[config.mk]
export PLATFORM = sky130hd
export DESIGN_NAME = hl2_cmd_ctrl_top
export DESIGN_NICKNAME = d
export VERILOG_FILES = /design/src/rtl/hl2_cmd_pkg.sv /design/src/rtl/cmd_capture.sv /design/src/rtl/cmd_decode.sv /design/src/rtl/cmd_execute.sv /design/src/rtl/resp_builder.sv /design/src/rtl/hl2_cmd_ctrl_top.sv
export SDC_FILE = /design/constraint.sdc
export NUM_CORES = 1
export LEC_CHECK = 0
export ABC_AREA = 1
export BUFFER_PORTS_ARGS = -buffer_cell sky130_fd_sc_hd__buf_2
export CAP_MARGIN = 20
export CORE_MARGIN = 5
export CORE_UTILIZATION = 45
export CTS_BUF_LIST = sky130_fd_sc_hd__clkbuf_4 sky130_fd_sc_hd__clkbuf_8
export DETAILED_ROUTE_END_ITERATION = 7
export PLACE_DENSITY_LB_ADDON = 0.15
export SYNTH_ARGS = -nofsm -noshare
export SYNTH_HDL_FRONTEND = slang
export SYNTH_HIERARCHICAL = 1
export SYNTH_SLANG_ARGS = --single-unit
[constraint.sdc]
create_clock -name clk_ctrl -period 5.1 [get_ports clk_ctrl]
set_input_delay 0.765 -clock clk_ctrl [delete_from_list [all_inputs] [get_ports clk_ctrl]]
set_output_delay 0.765 -clock clk_ctrl [all_outputs]
set_load 0.02 [all_outputs]
[src/rtl/hl2_cmd_pkg.sv]
//////////////////////////////
// hl2 command path package
// shared command, decode and response types,
// register addresses for the control domain
//////////////////////////////

`default_nettype none

package hl2_cmd_pkg;

  localparam int CMD_ADDR_W = 6;
  localparam int CMD_DATA_W = 32;

  // register map, everything else reads as zero
  localparam logic [CMD_ADDR_W-1:0] ADDR_GENERAL  = 6'h00;
  localparam logic [CMD_ADDR_W-1:0] ADDR_TX_FREQ  = 6'h01;
  localparam logic [CMD_ADDR_W-1:0] ADDR_RX1_FREQ = 6'h02;

  // one command as it arrives from the network domain
  typedef struct packed {
    logic [CMD_ADDR_W-1:0] addr;
    logic [CMD_DATA_W-1:0] data;
    logic                  is_alt;
    logic                  resp_rqst;
  } cmd_word_t;

  // general configuration view, run sits in bit 0
  typedef struct packed {
    logic [CMD_DATA_W-8:0] rsvd;
    logic [3:0]            nr_rx;
    logic                  duplex;
    logic                  ptt_enable;
    logic                  run;
  } gen_cfg_t;

  // same data word, seen as config or as a phase word
  typedef union packed {
    gen_cfg_t              cfg;
    logic [CMD_DATA_W-1:0] freq;
  } cmd_data_u;

  typedef enum logic [1:0] {
    OP_NONE     = 2'd0,
    OP_GEN      = 2'd1,
    OP_TX_FREQ  = 2'd2,
    OP_RX1_FREQ = 2'd3
  } cmd_op_e;

  typedef struct packed {
    cmd_op_e               op;
    logic                  wr_en;
    logic [CMD_ADDR_W-1:0] addr;
    cmd_data_u             data;
    logic                  resp_rqst;
  } dec_cmd_t;

  // control byte first, then the read-back word
  typedef struct packed {
    logic [CMD_ADDR_W-1:0] addr;
    logic                  tx_on;
    logic                  rsvd;
    logic [CMD_DATA_W-1:0] data;
  } resp_t;

endpackage

`default_nettype wire

[src/rtl/cmd_capture.sv]
//////////////////////////////
// command capture
// syncs the foreign toggle, turns each change into
// a one-cycle strobe and registers the command word
//////////////////////////////

`timescale 1ns/1ps
`default_nettype none

module cmd_capture import hl2_cmd_pkg::*; #(
  parameter int SYNC_DEPTH = 2
) (
  input  wire        clk_ctrl,
  input  wire        rst_n_i,
  input  wire        cmd_cnt_i,
  input  cmd_word_t  cmd_word_i,
  output logic       cmd_stb_o,
  output cmd_word_t  cmd_word_o
);

  logic [SYNC_DEPTH-1:0] sync_q;
  logic                  tog_last_q;
  logic                  tog_edge;
  logic                  cmd_stb_q;
  cmd_word_t             cmd_word_q;

  // any change of the synced toggle is a new command
  assign tog_edge = sync_q[SYNC_DEPTH-1] ^ tog_last_q;

  always_ff @(posedge clk_ctrl) begin
    if (!rst_n_i) begin
      // history follows the toggle so release gives no strobe
      sync_q     <= {SYNC_DEPTH{cmd_cnt_i}};
      tog_last_q <= cmd_cnt_i;
      cmd_stb_q  <= 1'b0;
    end else begin
      sync_q     <= {sync_q[SYNC_DEPTH-2:0], cmd_cnt_i};
      tog_last_q <= sync_q[SYNC_DEPTH-1];
      cmd_stb_q  <= tog_edge;
    end
  end

  // sender holds the word steady, so one sample is enough
  always_ff @(posedge clk_ctrl) begin
    if (tog_edge) begin
      cmd_word_q <= cmd_word_i;
    end
  end

  assign cmd_stb_o  = cmd_stb_q;
  assign cmd_word_o = cmd_word_q;

endmodule

`default_nettype wire

[src/rtl/cmd_decode.sv]
//////////////////////////////
// command decode
// maps the address to an operation, blocks writes
// from alternate queries and picks the data view
//////////////////////////////

`timescale 1ns/1ps
`default_nettype none

module cmd_decode import hl2_cmd_pkg::*; (
  input  wire        clk_ctrl,
  input  wire        rst_n_i,
  input  wire        cmd_stb_i,
  input  cmd_word_t  cmd_word_i,
  output logic       dec_stb_o,
  output dec_cmd_t   dec_cmd_o
);

  cmd_op_e   op_d;
  cmd_data_u data_d;
  logic      dec_stb_q;
  dec_cmd_t  dec_cmd_q;

  always_comb begin
    case (cmd_word_i.addr)
      ADDR_GENERAL:  op_d = OP_GEN;
      ADDR_TX_FREQ:  op_d = OP_TX_FREQ;
      ADDR_RX1_FREQ: op_d = OP_RX1_FREQ;
      default:       op_d = OP_NONE;
    endcase
  end

  // config view drops the reserved field, freq view is raw
  always_comb begin
    data_d.freq = cmd_word_i.data;
    if (op_d == OP_GEN) begin
      data_d.cfg.rsvd = '0;
    end
  end

  always_ff @(posedge clk_ctrl) begin
    if (!rst_n_i) begin
      dec_stb_q <= 1'b0;
    end else begin
      dec_stb_q <= cmd_stb_i;
    end
  end

  always_ff @(posedge clk_ctrl) begin
    if (cmd_stb_i) begin
      dec_cmd_q.op        <= op_d;
      dec_cmd_q.wr_en     <= (op_d != OP_NONE) && !cmd_word_i.is_alt;
      dec_cmd_q.addr      <= cmd_word_i.addr;
      dec_cmd_q.data      <= data_d;
      dec_cmd_q.resp_rqst <= cmd_word_i.resp_rqst;
    end
  end

  assign dec_stb_o = dec_stb_q;
  assign dec_cmd_o = dec_cmd_q;

endmodule

`default_nettype wire

[src/rtl/cmd_execute.sv]
//////////////////////////////
// command execute
// control register file plus TX keying,
// run/tx LEDs and the PA T/R relay
//////////////////////////////

`timescale 1ns/1ps
`default_nettype none

module cmd_execute import hl2_cmd_pkg::*; (
  input  wire                    clk_ctrl,
  input  wire                    rst_n_i,
  input  wire                    dec_stb_i,
  input  dec_cmd_t               dec_cmd_i,
  input  wire                    ptt_in_i,
  input  wire                    tx_inhibit_i,
  output gen_cfg_t               gen_cfg_o,
  output logic [CMD_DATA_W-1:0]  tx_freq_o,
  output logic [CMD_DATA_W-1:0]  rx1_freq_o,
  output logic                   tx_on_o,
  output logic                   led_run_o,
  output logic                   led_tx_o,
  output logic                   pa_inttr_o
);

  gen_cfg_t              gen_cfg_q;
  logic [CMD_DATA_W-1:0] tx_freq_q;
  logic [CMD_DATA_W-1:0] rx1_freq_q;
  logic                  tx_on_q;
  logic                  do_wr;

  assign do_wr = dec_stb_i && dec_cmd_i.wr_en;

  //////////////////////////////
  // register file
  //////////////////////////////

  always_ff @(posedge clk_ctrl) begin
    if (!rst_n_i) begin
      gen_cfg_q  <= '0;
      tx_freq_q  <= '0;
      rx1_freq_q <= '0;
    end else if (do_wr) begin
      case (dec_cmd_i.op)
        // reserved bits already zero in the cfg view
        OP_GEN:      gen_cfg_q  <= dec_cmd_i.data.cfg;
        OP_TX_FREQ:  tx_freq_q  <= dec_cmd_i.data.freq;
        OP_RX1_FREQ: rx1_freq_q <= dec_cmd_i.data.freq;
        default:     ;
      endcase
    end
  end

  //////////////////////////////
  // TX keying
  //////////////////////////////

  // re-evaluated every cycle, PTT and inhibit are live levels
  always_ff @(posedge clk_ctrl) begin
    if (!rst_n_i) begin
      tx_on_q <= 1'b0;
    end else begin
      tx_on_q <= gen_cfg_q.run && gen_cfg_q.ptt_enable &&
                 ptt_in_i && !tx_inhibit_i;
    end
  end

  assign gen_cfg_o  = gen_cfg_q;
  assign tx_freq_o  = tx_freq_q;
  assign rx1_freq_o = rx1_freq_q;
  assign tx_on_o    = tx_on_q;

  // front panel and relay
  assign led_run_o  = gen_cfg_q.run;
  assign led_tx_o   = tx_on_q;
  assign pa_inttr_o = tx_on_q;

endmodule

`default_nettype wire

[src/rtl/resp_builder.sv]
//////////////////////////////
// response builder
// registers the 40-bit response word and
// pulses valid for one cycle
//////////////////////////////

`timescale 1ns/1ps
`default_nettype none

module resp_builder import hl2_cmd_pkg::*; (
  input  wire                    clk_ctrl,
  input  wire                    rst_n_i,
  input  wire                    dec_stb_i,
  input  dec_cmd_t               dec_cmd_i,
  input  gen_cfg_t               gen_cfg_i,
  input  wire [CMD_DATA_W-1:0]   tx_freq_i,
  input  wire [CMD_DATA_W-1:0]   rx1_freq_i,
  input  wire                    tx_on_i,
  output resp_t                  resp_o,
  output logic                   resp_valid_o
);

  logic [CMD_DATA_W-1:0] rdbk_d;
  logic                  resp_fire;
  resp_t                 resp_q;
  logic                  resp_valid_q;

  assign resp_fire = dec_stb_i && dec_cmd_i.resp_rqst;

  // read-back after this command, a write shows its own data
  always_comb begin
    case (dec_cmd_i.op)
      OP_GEN:      rdbk_d = dec_cmd_i.wr_en ? dec_cmd_i.data.cfg  : gen_cfg_i;
      OP_TX_FREQ:  rdbk_d = dec_cmd_i.wr_en ? dec_cmd_i.data.freq : tx_freq_i;
      OP_RX1_FREQ: rdbk_d = dec_cmd_i.wr_en ? dec_cmd_i.data.freq : rx1_freq_i;
      default:     rdbk_d = '0;
    endcase
  end

  always_ff @(posedge clk_ctrl) begin
    if (!rst_n_i) begin
      resp_valid_q <= 1'b0;
    end else begin
      resp_valid_q <= resp_fire;
    end
  end

  // tx_on here is the state before this command lands
  always_ff @(posedge clk_ctrl) begin
    if (resp_fire) begin
      resp_q.addr  <= dec_cmd_i.addr;
      resp_q.tx_on <= tx_on_i;
      resp_q.rsvd  <= 1'b0;
      resp_q.data  <= rdbk_d;
    end
  end

  assign resp_o       = resp_q;
  assign resp_valid_o = resp_valid_q;

endmodule

`default_nettype wire

[src/rtl/hl2_cmd_ctrl_top.sv]
//////////////////////////////
// hl2 command control top
// downstream command path in the control clock:
// capture, decode, execute and response
//////////////////////////////

`timescale 1ns/1ps
`default_nettype none

module hl2_cmd_ctrl_top import hl2_cmd_pkg::*; #(
  parameter int SYNC_DEPTH = 2
) (
  input  wire                    clk_ctrl,
  input  wire                    rst_n_i,
  input  cmd_word_t              cmd_word_i,
  input  wire                    cmd_cnt_i,
  input  wire                    ptt_in_i,
  input  wire                    tx_inhibit_i,
  output logic [CMD_DATA_W-1:0]  tx_freq_o,
  output logic [CMD_DATA_W-1:0]  rx1_freq_o,
  output logic                   led_run_o,
  output logic                   led_tx_o,
  output logic                   pa_inttr_o,
  output resp_t                  resp_o,
  output logic                   resp_valid_o
);

  logic      cmd_stb;
  cmd_word_t cmd_word;
  logic      dec_stb;
  dec_cmd_t  dec_cmd;
  gen_cfg_t  gen_cfg;
  logic      tx_on;

  cmd_capture #(
    .SYNC_DEPTH (SYNC_DEPTH)
  ) cmd_capture_i (
    .clk_ctrl   (clk_ctrl),
    .rst_n_i    (rst_n_i),
    .cmd_cnt_i  (cmd_cnt_i),
    .cmd_word_i (cmd_word_i),
    .cmd_stb_o  (cmd_stb),
    .cmd_word_o (cmd_word)
  );

  cmd_decode cmd_decode_i (
    .clk_ctrl   (clk_ctrl),
    .rst_n_i    (rst_n_i),
    .cmd_stb_i  (cmd_stb),
    .cmd_word_i (cmd_word),
    .dec_stb_o  (dec_stb),
    .dec_cmd_o  (dec_cmd)
  );

  cmd_execute cmd_execute_i (
    .clk_ctrl     (clk_ctrl),
    .rst_n_i      (rst_n_i),
    .dec_stb_i    (dec_stb),
    .dec_cmd_i    (dec_cmd),
    .ptt_in_i     (ptt_in_i),
    .tx_inhibit_i (tx_inhibit_i),
    .gen_cfg_o    (gen_cfg),
    .tx_freq_o    (tx_freq_o),
    .rx1_freq_o   (rx1_freq_o),
    .tx_on_o      (tx_on),
    .led_run_o    (led_run_o),
    .led_tx_o     (led_tx_o),
    .pa_inttr_o   (pa_inttr_o)
  );

  // sees the same decoded command as execute
  resp_builder resp_builder_i (
    .clk_ctrl     (clk_ctrl),
    .rst_n_i      (rst_n_i),
    .dec_stb_i    (dec_stb),
    .dec_cmd_i    (dec_cmd),
    .gen_cfg_i    (gen_cfg),
    .tx_freq_i    (tx_freq_o),
    .rx1_freq_i   (rx1_freq_o),
    .tx_on_i      (tx_on),
    .resp_o       (resp_o),
    .resp_valid_o (resp_valid_o)
  );

endmodule

`default_nettype wire

; ---- Yosys cells after proc, flatten, opt, wreduce, memory -nomap -nowiden
; Index checks and enable logic that the tools add are counted.
[totals]
regBits = 224
input_bits = 45
out_inout_bits = 108
word_cells = 53
[op_classes]
eq_ne = 6
muxes = 7
n_bitwise = 1
reduce_logical = 13
[op_table]
columns = cell, n
row1 = $mux 32, 3
row2 = $pmux 32 s3, 1
row3 = $eq 6x1->1 const B, 1
row4 = $eq 6x2->1 const B, 1
row5 = $logic_and 1x1->1, 6
row6 = $logic_not 6->1, 1
row7 = $pmux 2 s3, 1
row8 = $reduce_and 2->1, 3
row9 = $eq 2x1->1 const B, 2
row10 = $eq 2x2->1 const B, 2
row11 = $logic_not 1->1, 2
row12 = $mux 2, 1
row13 = $reduce_bool 2->1, 1
row14 = $mux 1, 1
row15 = $xor 1x1->1, 1

; ---- Longest topological paths before layout
[logic_depth]
word_depth = 4
mapped_depth = 8
mapped_depth_nobuf = 5

; ---- Cells and area by module
; Netlist, hierarchy kept.
[by_module_without_submodules]
columns = mod, instances, cells_each, area_per_inst_um2
row1 = cmd_execute, 1, 566, 3900.0
row2 = resp_builder, 1, 428, 2765.2
row3 = cmd_decode, 1, 107, 1590.3
row4 = cmd_capture, 1, 56, 1335.0

; ---- Least setup slack after synthesis
; No wires, ideal clock.
[synth_timing]
path_kind = reg-to-reg
from = register cmd_capture_i.sync_q[1]
to = register cmd_capture_i.cmd_word_q, in the netlist cmd_capture_i/cmd_word_o[0], enable pin
setup_time_ps = 395
t_arrival_ps = 1256
required_time_ps = 4705
setup_slack_ps = 3450
stages_incl_launch_ff = 5
n_path_buf = 0
period_less_slack_ps = 1650
cell_sequence = dfxtp_1 inv_2 nand2_2 nand2_2 inv_1
[synth_between]
elab_chain_cells = 1
[synth_rtl]
columns = element, line
row1 = start: declaration, cmd_capture.sv:21  ; logic [SYNC_DEPTH-1:0] sync_q;
row2 = start signal: assignment, cmd_capture.sv:33  ; sync_q <= {SYNC_DEPTH{cmd_cnt_i}};
row3 = start signal: assignment, cmd_capture.sv:37  ; sync_q <= {sync_q[SYNC_DEPTH-2:0], cmd_cnt_i};
row4 = $xor 1x1->1, cmd_capture.sv:28  ; assign tog_edge = sync_q[SYNC_DEPTH-1] ^ tog_last_q;
row5 = net cmd_capture_i.tog_edge, cmd_capture.sv:23  ; logic tog_edge;
row6 = end signal: assignment, cmd_capture.sv:46  ; cmd_word_q <= cmd_word_i;
row7 = end: declaration, cmd_capture.sv:25  ; cmd_word_t cmd_word_q;
; The timed path passes the listed nets, and every way through them passes these cells.
; A chain may end at the register's enable or synchronous reset.

; ---- Worst setup path after layout
[layout_timing]
from = register cmd_decode_i.dec_cmd_q, in the netlist cmd_decode_i/dec_cmd_o[39]
to = register cmd_execute_i.tx_freq_q[11] (netlist: cmd_execute_i/tx_freq_o[11])
[layout_between]
elab_chain_cells = 2
[layout_rtl]
columns = element, line
row1 = start: declaration, cmd_decode.sv:22  ; dec_cmd_t dec_cmd_q;
row2 = $logic_and 1x1->1, cmd_execute.sv:32  ; assign do_wr = dec_stb_i && dec_cmd_i.wr_en;
row3 = $reduce_and 2->1 (no source line), -
row4 = end signal: assignment, cmd_execute.sv:47  ; OP_TX_FREQ: tx_freq_q <= dec_cmd_i.data.freq;
row5 = end: declaration, cmd_execute.sv:27  ; logic [CMD_DATA_W-1:0] tx_freq_q;
; No other way between the ends.

==> impl_metrics.ini <==
[status]
status = completed

[floorplanning]
die_y_um = 156
die_w_um = 156
start_util_pct = 45.6
ios = 153
rows = 53
die_area_mm2 = 0.0243
core_mm2 = 0.0210

[yosys]
synthesis.nets = 1202
synth_ff_type = edfxtp_1
synth.top_cell.area_share_pct = 37.9
synth_warnings = 6
synth-edff-count = 121
yosysMostFrequentCell = nand2_1
synth-seq-cells = 224
synth_top_area_cell = edfxtp_1
async_flop_share_pct = 0
synth-seq-area-share_pct = 59.4
syn_avg_cell_area_um2 = 8.29
synth_area_leaders = edfxtp_1, dfxtp_1, nand2_1
synthDistinctLibCells = 21
syn_inst = 1157
synth_top_cells_by_count = nand2_1, nor2_1, edfxtp_1, dfxtp_1, nand3_1
synth.cell_area_mm2 = 0.00959

[worst_setup_path]
timing.critical_path.buf_inv = 1
critPathCaptureType = flop
crit_required_ns = 5.54
slowest_delay_ns = 0.89
slowest_stage = nor2_4
crit_path_max_fanout = 34
crit_arrival_ns = 2.67
r2r_slack_ns = 2.87
crit_chain = buf_4 > nand2_2 > nor2_4 > nor2_1 > nor2_1
crit_path_frequent_cell = nor2_1
crit_family = simple AND/OR/NAND/NOR gates
critPathLaunchType = flop
criticalPathCategory = reg -> reg

[pwr]
max-vdd-ir-drop_mv = 0.221
pwr_density_cell_mw_per_mm2 = 352
leakage_nw = 5.22

[clock_network]
cts_root_buf = clkbuf_8
clk_path_buf_depth = 3
clkSlewWorstSetupHoldPaths_ns = 0.06
cts.sinks = 224
cts_resized = 0
cts_hold_buf = 0
post_cts_buffers = 0
htree_levels = 2
clk_latency_ns = 0.51
cts_inserted_buffers = 39
cts_tree = built

[timing]
finClkSkew_ns = 0.0154
final_max_slew_viol_count = 0
finalCritPeriodShare_pct = 43.7
setup_viol = 0
fin_setup_tns_ns = 0
hold_viol = 0
fmax_mhz = 449
fin_crit_ns = 2.23
rsz0062_at_grt = no
relSlewSlack_pct = 26.1
tightest_slew_ns = 1.11
worst_hold_slack_ns = 0.369

[grt]
overflow = 0
grt_pass1_vias = 7108
grt_pass1_wl_um = 37000
grt_max_degree = 102
grtUsageTotal_pct = 19.1
antenna_found_initial = 0

[hold_path]
hp-class = in -> reg

[drt]
first_iter_violations = 392
drc_errors = 0
avgRoutedWirePerCell_um = 14.6
vias = 7541
wirelength_um = 23200
via_per_inst = 4.73
ant_nets = 0
first_pass_iters = 5

[place]
hpwlAfterDp_um = 13300
portBuffers = 151
dp.cells = 1523
gp_congestion = 0.750
placedInstanceArea_mm2 = 0.0104

[finish]
final_util_pct = 52.8
syn2layout_area_growth_pct = 15.8
final_layout_size_suffix_gt1_share_pct = 18.8
fin_nets = 1334
insertedDiodeCount = 0
final_cells = 1594
postLayoutCellArea_mm2 = 0.0111

[run]
drv_cap = 0
sequential cells by signal, summed over array words and instances (netlist names):
register / cells
cmd_decode_i/dec_cmd_o: 42
cmd_capture_i/cmd_word_o: 40
resp_builder_i/resp_o: 39
cmd_execute_i/rx1_freq_o: 32
cmd_execute_i/tx_freq_o: 32
cmd_execute_i/gen_cfg_o: 31
cmd_capture_i/sync_q: 2
cmd_capture_i/cmd_stb_o: 1
cmd_capture_i/tog_last_q: 1
cmd_decode_i/dec_stb_o: 1
cmd_execute_i/led_run_o: 1
cmd_execute_i/led_tx_o: 1
resp_builder_i/resp_valid_o: 1
cells by family (layout without fill, tap and decap cells):
kind of cell,after synthesis,after routing,share of synthesized area [%]
and+or+nand+nor,795,795,33.4
AOI/OAI and AO/OA,1,1,0.0521
DFF,224,224,59.4
buffers and inverters,136,298,7.15
other,1,1,0.0391
stage by stage:
stage               setup WS [ns]  power, mW
detailed placement           2.90       2.38
floorplan                    3.45       2.28
CTS                          2.88       3.96
global placement             2.96       2.37
global route                 2.71       4.09
finish                       2.87       3.91
cell usage in the layout (no fill, tap or decap), drive strengths merged:
| cell | instances |
|---|---|
| buf | 155 |
| dfxtp | 103 |
| edfxtp | 121 |
| conb | 1 |
| nand2 | 490 |
| nand3 | 97 |
| clkbuf | 59 |
| inv | 72 |
| nor2 | 205 |
| clkinv | 12 |
| o21ai | 1 |
| nor3 | 3 |
final timing paths:
| kind | depth (start not counted) | endpoint | startpoint |
|---|---|---|---|
| setup reg to reg | 5 | cmd_execute_i/tx_freq_o[11]$_SDFFE_PN0P_ | cmd_decode_i/dec_cmd_o[39]$_DFFE_PP_ |
| setup / recovery | 5 | cmd_execute_i/tx_freq_o[11]$_SDFFE_PN0P_ | cmd_decode_i/dec_cmd_o[39]$_DFFE_PP_ |
| hold / removal | 1 | cmd_capture_i/sync_q[0]$_DFF_P_ | cmd_cnt_i |
| hold reg to reg | 0 | cmd_decode_i/dec_cmd_o[0]$_DFFE_PP_ | cmd_capture_i/cmd_word_o[0]$_DFFE_PP_ |
routing by layer:
| metal | global-route usage [%] | up-vias | part of all wire, % |
|---|---|---|---|
| met2 | 31.0 | 236 | 46 |
| met5 | 0 | - | 0 |
| met1 | 25.5 | 3392 | 44 |
| met3 | 4.11 | 47 | 7.6 |
| li1 | - | 3866 | - |
| met4 | 6.25 | 0 | 2.4 |
power breakdown:
group	internal (mW)	leakage, nW	switching, mW
clock	0.879	0.401	0.689
sequential	2.00	1.97	0.0406
combinational	0.0833	2.85	0.211
layout make-up:
type,instances,area [µm²]
flip-flops and latches,224,5700
multi-input cells,797,3240
inverters,72,273
clock buffers,59,706
fillers,2016,9920
well taps,275,344
repair buffers,155,801
clock inverters,12,46.3
No activity file was read; power rests on OpenSTA's default activity.
